## config.mk

```make
export PLATFORM = sky130hd
export DESIGN_NAME = fmul_top
export DESIGN_NICKNAME = d
export VERILOG_FILES = /design/src/verilog/fmul_pkg.sv /design/src/verilog/fmul_classify.sv /design/src/verilog/fmul_mantissa_mul.sv /design/src/verilog/fmul_round.sv /design/src/verilog/fmul_top.sv
export VERILOG_INCLUDE_DIRS = /design/src /design/src/verilog
export SDC_FILE = /design/constraint.sdc
export NUM_CORES = 2
export LEC_CHECK = 0
export BUFFER_PORTS_ARGS = -buffer_cell sky130_fd_sc_hd__buf_2
export CAP_MARGIN = 15
export CORE_AREA = 4 4 286 344
export DETAILED_ROUTE_END_ITERATION = 12
export DIE_AREA = 0 0 290 348
export SLEW_MARGIN = 10
export SYNTH_ARGS = -nofsm -noshare
export SYNTH_HDL_FRONTEND = slang
export SYNTH_HIERARCHICAL = 1
export SYNTH_SLANG_ARGS = --single-unit
```

## constraint.sdc

```tcl
create_clock -name clk -period 8.5 [get_ports clk]
set_clock_uncertainty 0.05 [all_clocks]
set_input_delay 0.85 -clock clk [delete_from_list [all_inputs] [get_ports clk]]
set_output_delay 0.85 -clock clk [all_outputs]
set_load 0.01 [all_outputs]
```

## src/verilog/fmul_macros.svh

```systemverilog
`ifndef FMUL_MACROS_SVH
`define FMUL_MACROS_SVH

// fp32 word layout
`define FP_WIDTH      32
`define EXPO_WIDTH    8
`define FRAC_WIDTH    23
`define EXPO_BIAS     127
`define EXPO_MAX      255
`define CANONICAL_NAN 32'h7fc00000

// transaction tag
`define ID_WIDTH      4

// rounding modes, anything above RMM behaves as RNE
`define RM_RNE        3'd0
`define RM_RTZ        3'd1
`define RM_RDN        3'd2
`define RM_RUP        3'd3
`define RM_RMM        3'd4

// bit positions in fflags, DZ (bit 3) never set by a multiply
`define FLAG_NV       4
`define FLAG_OF       2
`define FLAG_UF       1
`define FLAG_NX       0

`endif

```

## src/verilog/fmul_pkg.sv

```systemverilog
`include "fmul_macros.svh"

package fmul_pkg;

    ////////////////////////////////////////////////////////////////////////////
    // fp32 word types

    // ieee 754 single precision fields, msb first
    typedef struct packed {
        logic                   sign;
        logic [`EXPO_WIDTH-1:0] expo;
        logic [`FRAC_WIDTH-1:0] frac;
    } fp32_fields_t;

    // same 32 bits read either as a raw word or as fields
    typedef union packed {
        logic [`FP_WIDTH-1:0] word;
        fp32_fields_t         fields;
    } fp32_t;

endpackage

```

## src/verilog/fmul_classify.sv

```systemverilog
`include "fmul_macros.svh"

module fmul_classify import fmul_pkg::*; (
    input  fp32_t                        a,
    input  fp32_t                        b,
    output logic                         sign,
    output logic signed [`EXPO_WIDTH+1:0] expo_sum,
    output logic [`FRAC_WIDTH:0]         sig_a,
    output logic [`FRAC_WIDTH:0]         sig_b,
    output logic                         is_nan_out,
    output logic                         is_inf_out,
    output logic                         is_zero_out,
    output logic                         invalid
);

    logic a_zero, a_max, a_inf, a_nan, a_snan;
    logic b_zero, b_max, b_inf, b_nan, b_snan;

    ////////////////////////////////////////////////////////////////////////////
    // operand decode

    // subnormals have expo 0 and are flushed to zero
    assign a_zero = (a.fields.expo == '0);
    assign b_zero = (b.fields.expo == '0);

    assign a_max  = (a.fields.expo == `EXPO_WIDTH'(`EXPO_MAX));
    assign b_max  = (b.fields.expo == `EXPO_WIDTH'(`EXPO_MAX));

    assign a_inf  = a_max & (a.fields.frac == '0);
    assign b_inf  = b_max & (b.fields.frac == '0);
    assign a_nan  = a_max & (a.fields.frac != '0);
    assign b_nan  = b_max & (b.fields.frac != '0);

    // quiet bit is the fraction msb
    assign a_snan = a_nan & ~a.fields.frac[`FRAC_WIDTH-1];
    assign b_snan = b_nan & ~b.fields.frac[`FRAC_WIDTH-1];

    ////////////////////////////////////////////////////////////////////////////
    // exception decisions

    assign invalid     = (a_zero & b_inf) | (a_inf & b_zero) | a_snan | b_snan;
    assign is_nan_out  = invalid | a_nan | b_nan;
    assign is_inf_out  = (a_inf | b_inf) & ~is_nan_out;
    assign is_zero_out = (a_zero | b_zero) & ~is_nan_out;

    ////////////////////////////////////////////////////////////////////////////
    // sign, exponent and significands

    assign sign = a.fields.sign ^ b.fields.sign;

    // two extra bits keep overflow and negative sums visible
    assign expo_sum = $signed({2'b00, a.fields.expo})
                    + $signed({2'b00, b.fields.expo})
                    - $signed((`EXPO_WIDTH+2)'(`EXPO_BIAS));

    // hidden bit only for normal operands
    assign sig_a = {~a_zero, a.fields.frac};
    assign sig_b = {~b_zero, b.fields.frac};

endmodule

```

## src/verilog/fmul_mantissa_mul.sv

```systemverilog
`include "fmul_macros.svh"

module fmul_mantissa_mul (
    input  logic                      clk,
    input  logic                      advance1,
    input  logic                      advance2,
    input  logic [`FRAC_WIDTH:0]      sig_a,
    input  logic [`FRAC_WIDTH:0]      sig_b,
    output logic [2*`FRAC_WIDTH+1:0]  product
);

    // significand width including the hidden bit
    localparam int SIG_W = `FRAC_WIDTH + 1;

    logic [SIG_W-1:0] op_a;
    logic [SIG_W-1:0] op_b;

    ////////////////////////////////////////////////////////////////////////////
    // first register, stage 1 operands

    always_ff @(posedge clk) begin
        if (advance1) begin
            op_a <= sig_a;
            op_b <= sig_b;
        end
    end

    ////////////////////////////////////////////////////////////////////////////
    // second register, full width product

    // both registers hold under a stall, so the multiply
    // result stays aligned with the sideband in the top
    always_ff @(posedge clk) begin
        if (advance2) begin
            product <= op_a * op_b;
        end
    end

endmodule

```

## src/verilog/fmul_round.sv

```systemverilog
`include "fmul_macros.svh"

module fmul_round import fmul_pkg::*; (
    input  logic                          clk,
    input  logic                          rst_n,
    input  logic                          advance,
    input  logic                          valid_in,
    input  logic [2*`FRAC_WIDTH+1:0]      product,
    input  logic                          sign,
    input  logic signed [`EXPO_WIDTH+1:0] expo_sum,
    input  logic [2:0]                    rm,
    input  logic [`ID_WIDTH-1:0]          id_in,
    input  logic                          is_nan_out,
    input  logic                          is_inf_out,
    input  logic                          is_zero_out,
    input  logic                          invalid,
    output logic                          valid_out,
    output fp32_t                         result,
    output logic [4:0]                    fflags,
    output logic [`ID_WIDTH-1:0]          id_out
);

    localparam int SIG_W = `FRAC_WIDTH + 1;
    localparam int P_MSB = 2 * `FRAC_WIDTH + 1;

    logic                          shift;
    logic [SIG_W-1:0]              sig_norm;
    logic                          guard, round_bit, sticky, inexact;
    logic signed [`EXPO_WIDTH+1:0] expo_norm, expo_round;
    logic [2:0]                    mode;
    logic                          round_up, ovf_to_inf, overflow, underflow;
    logic [SIG_W:0]                sig_round;
    fp32_t                         res_next;
    logic [4:0]                    flags_next;

    ////////////////////////////////////////////////////////////////////////////
    // one-bit normalize and grs extraction

    assign shift     = product[P_MSB];
    assign sig_norm  = shift ? product[P_MSB -: SIG_W] : product[P_MSB-1 -: SIG_W];
    assign guard     = shift ? product[P_MSB-SIG_W] : product[P_MSB-SIG_W-1];
    assign round_bit = shift ? product[P_MSB-SIG_W-1] : product[P_MSB-SIG_W-2];
    assign sticky    = shift ? |product[P_MSB-SIG_W-2:0] : |product[P_MSB-SIG_W-3:0];
    assign inexact   = guard | round_bit | sticky;
    assign expo_norm = expo_sum + (`EXPO_WIDTH+2)'(shift);

    ////////////////////////////////////////////////////////////////////////////
    // rounding

    // reserved mode codes fall back to nearest-even
    assign mode = (rm > `RM_RMM) ? `RM_RNE : rm;

    always_comb begin
        round_up   = 1'b0;
        ovf_to_inf = 1'b1;
        case (mode)
            `RM_RNE: round_up = guard & (round_bit | sticky | sig_norm[0]);
            `RM_RTZ: ovf_to_inf = 1'b0;
            `RM_RDN: begin
                round_up   = sign & inexact;
                ovf_to_inf = sign;
            end
            `RM_RUP: begin
                round_up   = ~sign & inexact;
                ovf_to_inf = ~sign;
            end
            `RM_RMM: round_up = guard;
            default: round_up = 1'b0;
        endcase
    end

    // carry out leaves an all-zero fraction, only the exponent moves
    assign sig_round  = {1'b0, sig_norm} + (SIG_W+1)'(round_up);
    assign expo_round = expo_norm + (`EXPO_WIDTH+2)'(sig_round[SIG_W]);
    assign overflow   = (expo_round >= `EXPO_MAX);
    assign underflow  = (expo_round <= 0);

    ////////////////////////////////////////////////////////////////////////////
    // result select

    always_comb begin
        res_next.word = '0;
        flags_next    = '0;
        if (is_nan_out) begin
            res_next.word        = `CANONICAL_NAN;
            flags_next[`FLAG_NV] = invalid;
        end else if (is_inf_out) begin
            res_next.fields.sign = sign;
            res_next.fields.expo = '1;
        end else if (is_zero_out) begin
            res_next.fields.sign = sign;
        end else if (overflow) begin
            res_next.fields.sign = sign;
            if (ovf_to_inf) begin
                res_next.fields.expo = '1;
            end else begin
                // largest finite magnitude
                res_next.fields.expo = `EXPO_WIDTH'(`EXPO_MAX - 1);
                res_next.fields.frac = '1;
            end
            flags_next[`FLAG_OF] = 1'b1;
            flags_next[`FLAG_NX] = 1'b1;
        end else if (underflow) begin
            // flush to signed zero
            res_next.fields.sign = sign;
            flags_next[`FLAG_UF] = 1'b1;
            flags_next[`FLAG_NX] = 1'b1;
        end else begin
            res_next.fields.sign = sign;
            res_next.fields.expo = expo_round[`EXPO_WIDTH-1:0];
            res_next.fields.frac = sig_round[`FRAC_WIDTH-1:0];
            flags_next[`FLAG_NX] = inexact;
        end
    end

    ////////////////////////////////////////////////////////////////////////////
    // output register, stage 3

    always_ff @(posedge clk) begin
        if (!rst_n) begin
            valid_out <= 1'b0;
        end else if (advance) begin
            valid_out <= valid_in;
        end
    end

    always_ff @(posedge clk) begin
        if (advance) begin
            result <= res_next;
            fflags <= flags_next;
            id_out <= id_in;
        end
    end

    // a stalled output must be presented unchanged on the next cycle
    a_hold_stalled: assert property (@(posedge clk) disable iff (!rst_n)
        valid_out && !advance |=> $stable(result) && $stable(fflags) && $stable(id_out));

endmodule

```

## src/verilog/fmul_top.sv

```systemverilog
`include "fmul_macros.svh"

module fmul_top import fmul_pkg::*; (
    input  logic                 clk,
    input  logic                 rst_n,
    input  logic                 in_valid,
    output logic                 in_ready,
    input  fp32_t                a,
    input  fp32_t                b,
    input  logic [2:0]           rm,
    input  logic [`ID_WIDTH-1:0] in_id,
    output logic                 out_valid,
    input  logic                 out_ready,
    output fp32_t                result,
    output logic [4:0]           fflags,
    output logic [`ID_WIDTH-1:0] out_id
);

    logic advance1, advance2, advance3;
    logic s1_valid, s2_valid;

    // classify outputs, same cycle as acceptance
    logic                          c_sign, c_nan, c_inf, c_zero, c_invalid;
    logic signed [`EXPO_WIDTH+1:0] c_expo_sum;
    logic [`FRAC_WIDTH:0]          sig_a, sig_b;
    logic [2*`FRAC_WIDTH+1:0]      product;

    // sideband, index is the stage number
    logic [`ID_WIDTH-1:0]          id_q       [2:1];
    logic [2:0]                    rm_q       [2:1];
    logic                          sign_q     [2:1];
    logic signed [`EXPO_WIDTH+1:0] expo_q     [2:1];
    logic                          nan_q      [2:1];
    logic                          inf_q      [2:1];
    logic                          zero_q     [2:1];
    logic                          invalid_q  [2:1];

    ////////////////////////////////////////////////////////////////////////////
    // stall chain, works back from the output

    assign advance3 = ~out_valid | out_ready;
    assign advance2 = ~s2_valid | advance3;
    assign advance1 = ~s1_valid | advance2;
    assign in_ready = advance1;

    always_ff @(posedge clk) begin
        if (!rst_n) begin
            s1_valid <= 1'b0;
            s2_valid <= 1'b0;
        end else begin
            if (advance1) begin
                s1_valid <= in_valid;
            end
            if (advance2) begin
                s2_valid <= s1_valid;
            end
        end
    end

    ////////////////////////////////////////////////////////////////////////////
    // stage 1 and 2 sideband

    always_ff @(posedge clk) begin
        if (advance1) begin
            id_q[1]      <= in_id;
            rm_q[1]      <= rm;
            sign_q[1]    <= c_sign;
            expo_q[1]    <= c_expo_sum;
            nan_q[1]     <= c_nan;
            inf_q[1]     <= c_inf;
            zero_q[1]    <= c_zero;
            invalid_q[1] <= c_invalid;
        end
        // moves alongside the product register
        if (advance2) begin
            id_q[2]      <= id_q[1];
            rm_q[2]      <= rm_q[1];
            sign_q[2]    <= sign_q[1];
            expo_q[2]    <= expo_q[1];
            nan_q[2]     <= nan_q[1];
            inf_q[2]     <= inf_q[1];
            zero_q[2]    <= zero_q[1];
            invalid_q[2] <= invalid_q[1];
        end
    end

    ////////////////////////////////////////////////////////////////////////////
    // datapath

    fmul_classify u_classify (
        .a           (a),
        .b           (b),
        .sign        (c_sign),
        .expo_sum    (c_expo_sum),
        .sig_a       (sig_a),
        .sig_b       (sig_b),
        .is_nan_out  (c_nan),
        .is_inf_out  (c_inf),
        .is_zero_out (c_zero),
        .invalid     (c_invalid)
    );

    fmul_mantissa_mul u_mantissa_mul (
        .clk      (clk),
        .advance1 (advance1),
        .advance2 (advance2),
        .sig_a    (sig_a),
        .sig_b    (sig_b),
        .product  (product)
    );

    fmul_round u_round (
        .clk         (clk),
        .rst_n       (rst_n),
        .advance     (advance3),
        .valid_in    (s2_valid),
        .product     (product),
        .sign        (sign_q[2]),
        .expo_sum    (expo_q[2]),
        .rm          (rm_q[2]),
        .id_in       (id_q[2]),
        .is_nan_out  (nan_q[2]),
        .is_inf_out  (inf_q[2]),
        .is_zero_out (zero_q[2]),
        .invalid     (invalid_q[2]),
        .valid_out   (out_valid),
        .result      (result),
        .fflags      (fflags),
        .id_out      (out_id)
    );

    ////////////////////////////////////////////////////////////////////////////
    // checks

    // any edge with reset held leaves the output stage empty
    a_reset_empty: assert property (@(posedge clk) !rst_n |=> !out_valid);

    // an empty first stage never refuses an item
    a_ready_when_empty: assert property (@(posedge clk) disable iff (!rst_n)
        !s1_valid |-> in_ready);

endmodule
```

# --- Yosys cells after proc, flatten, opt, wreduce, memory -nomap -nowiden ---
# Memory sizes are Yosys's and may differ from the RTL's. A register that Yosys moved wholly into a read port is not among the register bits.
# Cells that the tools add are included.
word_totals:
  reg_bits: 134
  ram_bits: 44
  output_inout_bits: 43
  n_memories: 8
mem_list:
  columns: ["name", "depth", "width", "read_ports", "rd_ports_with_merged_regs", "write_ports", "line_no", "source"]
  rows:
  - ["expo_q", 2, 10, 2, 0, 2, "fmul_top.sv:32", "logic signed [`EXPO_WIDTH+1:0] expo_q [2:1];"]
  - ["id_q", 2, 4, 2, 1, 2, "fmul_top.sv:29", "logic [`ID_WIDTH-1:0] id_q [2:1];"]
  - ["rm_q", 2, 3, 2, 0, 2, "fmul_top.sv:30", "logic [2:0] rm_q [2:1];"]
  - ["inf_q", 2, 1, 2, 0, 2, "fmul_top.sv:34", "logic inf_q [2:1];"]
  - ["invalid_q", 2, 1, 2, 1, 2, "fmul_top.sv:36", "logic invalid_q [2:1];"]
  - ["nan_q", 2, 1, 2, 0, 2, "fmul_top.sv:33", "logic nan_q [2:1];"]
  - ["+2 memories", null, null, null, null, null, null, null]
classes:
  add_sub_neg: 5
  mul: 1
  n_lt_le_gt_ge: 3
  n_eq_ne: 6
  muxes: 21
  bitwise: 37
  n_reduce_logical: 13
op_table:
  columns: ["op", "n"]
  rows:
  - ["$mux 31", 3]
  - ["$mul 24x24->48", 1]
  - ["$logic_not 23->1", 2]
  - ["$mux 23", 2]
  - ["$reduce_bool 23->1", 2]
  - ["$add 24x1->25", 1]
  - ["$mux 24", 1]
  - ["$reduce_or 22->1", 1]
  - ["$reduce_or 21->1", 1]
  - ["$add 10x1->10", 2]
  - ["$eq 8x8->1 const B", 2]
  - ["$logic_not 8->1", 2]
  - ["$or 1x1->1", 14]
  - ["$and 1x1->1", 13]
  - ["$mux 1", 12]
  - ["$ge 10x9->1 const B", 1]
  - ["$le 10x1->1 const B", 1]
  - ["$sub 10x8->10 const B", 1]
  - ["$add 8x8->9", 1]
  - ["$not 1->1", 9]
  - ["$eq 3x2->1 const B", 2]
  - ["$pmux 1 s4", 1]
  - ["$reduce_or 4->1", 1]
  - ["$eq 3x1->1 const B", 1]
  - ["other kinds (9)", 9]

# --- Longest topological paths before layout ---
logic_depth:
  ltp_word: 13
  mapped_depth: 26
  depth_no_buf: 24

# --- Hierarchy ---
# Netlist, hierarchy kept.
by_module_without_submodules:
  columns: ["module", "n_inst", "cells_per_inst", "area_each_um2"]
  rows:
  - ["fmul_mantissa_mul", 1, 2277, 21973.6]
  - ["fmul_round", 1, 294, 3046.7]
  - ["fmul_top", 1, 53, 1408.9]
  - ["fmul_classify", 1, 133, 987.2]

# --- Worst setup path before layout ---
# Ideal clock, no wire load.
synth_path:
  path_kind: "reg2reg"
  startpoint: "register u_mantissa_mul.op_b[3]"
  endpoint: "register u_mantissa_mul.product[40], data pin"
  setup_time_ns: 0.265
  t_arrival_ns: 6.467
  required_time_ns: 8.185
  path_slack_ns: 1.718
  path_stages_with_launch: 25
  path_buffers: 2
  period_less_slack_ns: 6.782
  cell_sequence: "edfxtp_1 clkbuf_1 nand2_1 fa_1 inv_1 fa_1 inv_1 fa_1 fa_1 inv_1 fa_1 fa_1 inv_1 fa_1 inv_1 ha_1 buf_6 a21o_1 a211o_1 o22a_1 and4_4 a2111oi_4 nor3_2 a31oi_1 xnor2_1"
synth_between:
  elab_chain_len: 1
synth_rtl:
  columns: ["element", "line_no", "source"]
  rows:
  - ["start: declaration", "fmul_mantissa_mul.sv:16", "logic [SIG_W-1:0] op_b;"]
  - ["start signal: assignment", "fmul_mantissa_mul.sv:24", "op_b <= sig_b;"]
  - ["$mul 24x24->48", "fmul_mantissa_mul.sv:35", "product <= op_a * op_b;"]
  - ["end signal: assignment", "fmul_mantissa_mul.sv:35", null]
  - ["end: declaration", "fmul_mantissa_mul.sv:9", "output logic [2*`FRAC_WIDTH+1:0] product"]
# Every way passes these cells.
# A chain may end at the register's enable or synchronous reset.

# --- Worst setup path in the final report ---
layout_path:
  startpoint: "register u_mantissa_mul.op_b[11]"
  endpoint: "register u_mantissa_mul.product[47], data pin"
# The elaborated chain is that of the path after synthesis.

==> metrics.yaml <==
syn_inst: 2757
worst_path_largest_cell_delay_ps: 1090
ys_seq_area_frac: 0.199
crit_fanout: 24
fmax_mhz: 129
path_cells: "nand2_1 > fa_1 > fa_1 > inv_1 > fa_1 > inv_1 > fa_1 > inv_1 > fa_1 > fa_1 > fa_1 > ha_1 > a21oi_1 > a21oi_1 > a311o_1 > a31oi_1 > a21oi_1 > nor3_1 > or2_1 > a311oi_1"
yosysUniqueCellTypes: 81
synthXorXnorAreaFrac: 0.0275
clock_sinks: 183
synth_compound_area_frac: 0.0583
critPathBufInv: 3
floorplan.initialDensity: 0.289
die_w_microns: 290
clk_path_buf_depth: 2
synthMuxAreaShare: 0.00968
routed_wl_mm: 70.8
numCtsBuffers: 17
drive_gt1_frac: 0.0868
cap_violations: 0
pre_cts_ws_ps: 751
globalplace.congestion: 0.890
grt.total_usage: 0.143
min_path_type: "reg2reg"
core-area_sq_um: 95000
critPathSlowestCell: "edfxtp_1"
synth_ff_type: "edfxtp_1"
nets: 3513
synth.most_common_cell: "inv_1"
synth_top_family_by_area: "adder cells"
report.final.slew_viol_count: 0
cp_top_family: "adder cells"
final_antenna_net_count: 0
period_needed_ps: 7780
outcome: "completed"
netlist_top_cells_count: "inv_1 (575), fa_1 (484), nand2_1 (328)"
std_cell_rows: 124
final_core_util: 0.313
critPathLaunchType: "flip-flop"
worst_pin_slew_ps: 1160
drtPass1Iterations: 5
drc_errors: 0
grt_max_degree: 67
post_cts_buffers: 0
required_ps: 8680
final_cell_area_sq_um: 29700
finalHoldViolations: 0
area_delta_synth_final_pct: 8.24
cts-resized-gates: 0
synth.avg_cell_area_sq_um: 9.94
port_buffers: 116
yosys.area_share.simple: 0.153
cts_root_buf: "clkbuf_16"
io_pins: 118
synth_nets: 3508
crit_path_frequent_cell: "fa_1"
ys_async_sr_fraction: 0
vias_per_cell: 4.56
placed_area_sq_um: 29000
rsz0062_at_grt: "no"
holdBufCountCts: 0
synth_seq_cells: 183
end_kind: "flip-flop"
clk_pin_slew_ps: 90
grt_overflow: 0
netlist_area_sq_um: 27400
setup_viol: 0
critPathArrivalTime_ps: 7970
via_count: 18400
synth_area_leaders: "fa_1 (35%), edfxtp_1 (20%), ha_1 (8.8%)"
grt_pass1_vias: 19800
finalCritPeriodShare: 0.915
synth_fa_ha_area_frac: 0.441
tns_ps: 0
yosysWarningCount: 6
dr.first_iter.drc_count: 1196
clock_latency_ps: 500
die_h_microns: 348
synth_edf_count: 180
die_area_sq_um: 101000
cts_max_level: 4
setup.worst_path.class: "reg2reg"
maxSlewHeadroom: 0.224
grt_first_pass_wirelength_mm: 113
antenna_found_initial: 3
layout_setup_ws_ps: 718
post_drt_wl_per_cell_microns: 17.5
synth.largest_area_cell: "fa_1"
dpl.hpwl_mm: 57.7
yosysTopAreaCellShare: 0.353
cts_tree: "done"
## path summary, 6_finish.rpt
kind | depth (start not counted) | slack [ps] | start | endpoint
worst max-delay path | 20 | 720 | u_mantissa_mul/op_b[11]$_DFFE_PP_ | u_mantissa_mul/product[47]$_DFFE_PP_
worst min-delay path | 0 | 360 | rm_q[1][1]$_DFFE_PP_ | rm_q[2][1]$_DFFE_PP_
worst max register to register | 20 | 720 | u_mantissa_mul/op_b[11]$_DFFE_PP_ | u_mantissa_mul/product[47]$_DFFE_PP_
worst min register to register | 0 | 360 | rm_q[1][1]$_DFFE_PP_ | rm_q[2][1]$_DFFE_PP_
## placed cells by master, fill, tap and decap left out, types with 34 or more instances in the layout
cell | Yosys | routed
ha_1 | 192 | 192
fa_1 | 484 | 484
nor2_1 | 39 | 39
nand2_1 | 328 | 328
xnor2_1 | 57 | 57
edfxtp_1 | 180 | 180
buf_2 | 8 | 116
a21oi_1 | 57 | 57
buf_4 | 50 | 38
o21ai_0 | 34 | 34
inv_1 | 575 | 573
and2_1 | 306 | 306
## through the flow
stage / std cells / hold WS [ps]
floorplan: 2757 / 350
global placement: 4001 / 351
detailed placement: 4001 / 355
CTS: 4033 / 362
global route: 4035 / 373
finish: 4037 / 360
## flip-flops by register name, summed over array words and instances, names as in the netlist
name and cells:
u_mantissa_mul/op_b 24, nan_q 2, id_q 8, s2_valid 1, u_round/valid_out 1, zero_q 2, u_mantissa_mul/op_a 24, sign_q 2
s1_valid 1, rm_q 6, inf_q 2, u_round/id_out 4, u_mantissa_mul/product 48, invalid_q 2, u_round/fflags 4, u_round/result 32
expo_q 20
## final cells by class
| cell class | count | area (sq um) |
|---|---|---|
| repair buffers | 156 | 908 |
| clock inverters | 15 | 218 |
| well taps | 1260 | 1580 |
| fillers | 9914 | 65300 |
| diodes | 2 | 5.00 |
| flip-flops and latches | 183 | 5470 |
| multi-input cells | 1828 | 18900 |
| clock buffers | 17 | 425 |
| inverters | 576 | 2160 |
## kinds of logic after synthesis
| logic type | count (synthesis) |
|---|---|
| other cells | 1 |
| fa+ha+maj | 676 |
| mux | 26 |
| compound gates | 229 |
| xor+xnor | 86 |
| flops | 183 |
| buf+inv | 746 |
| simple gates | 810 |
## per-layer routing
| metal | vias up | track usage | share of wire |
|---|---|---|---|
| met5 | - | 0 | 0 |
| met4 | 0 | 0.0402 | 0.024 |
| met3 | 82 | 0.0232 | 0.052 |
| met2 | 479 | 0.239 | 0.48 |
| met1 | 9338 | 0.193 | 0.44 |
| li1 | 8491 | - | - |
Power is not shown: default switching activity piles up to over one toggle a cycle in this logic, so the estimate is an artifact.
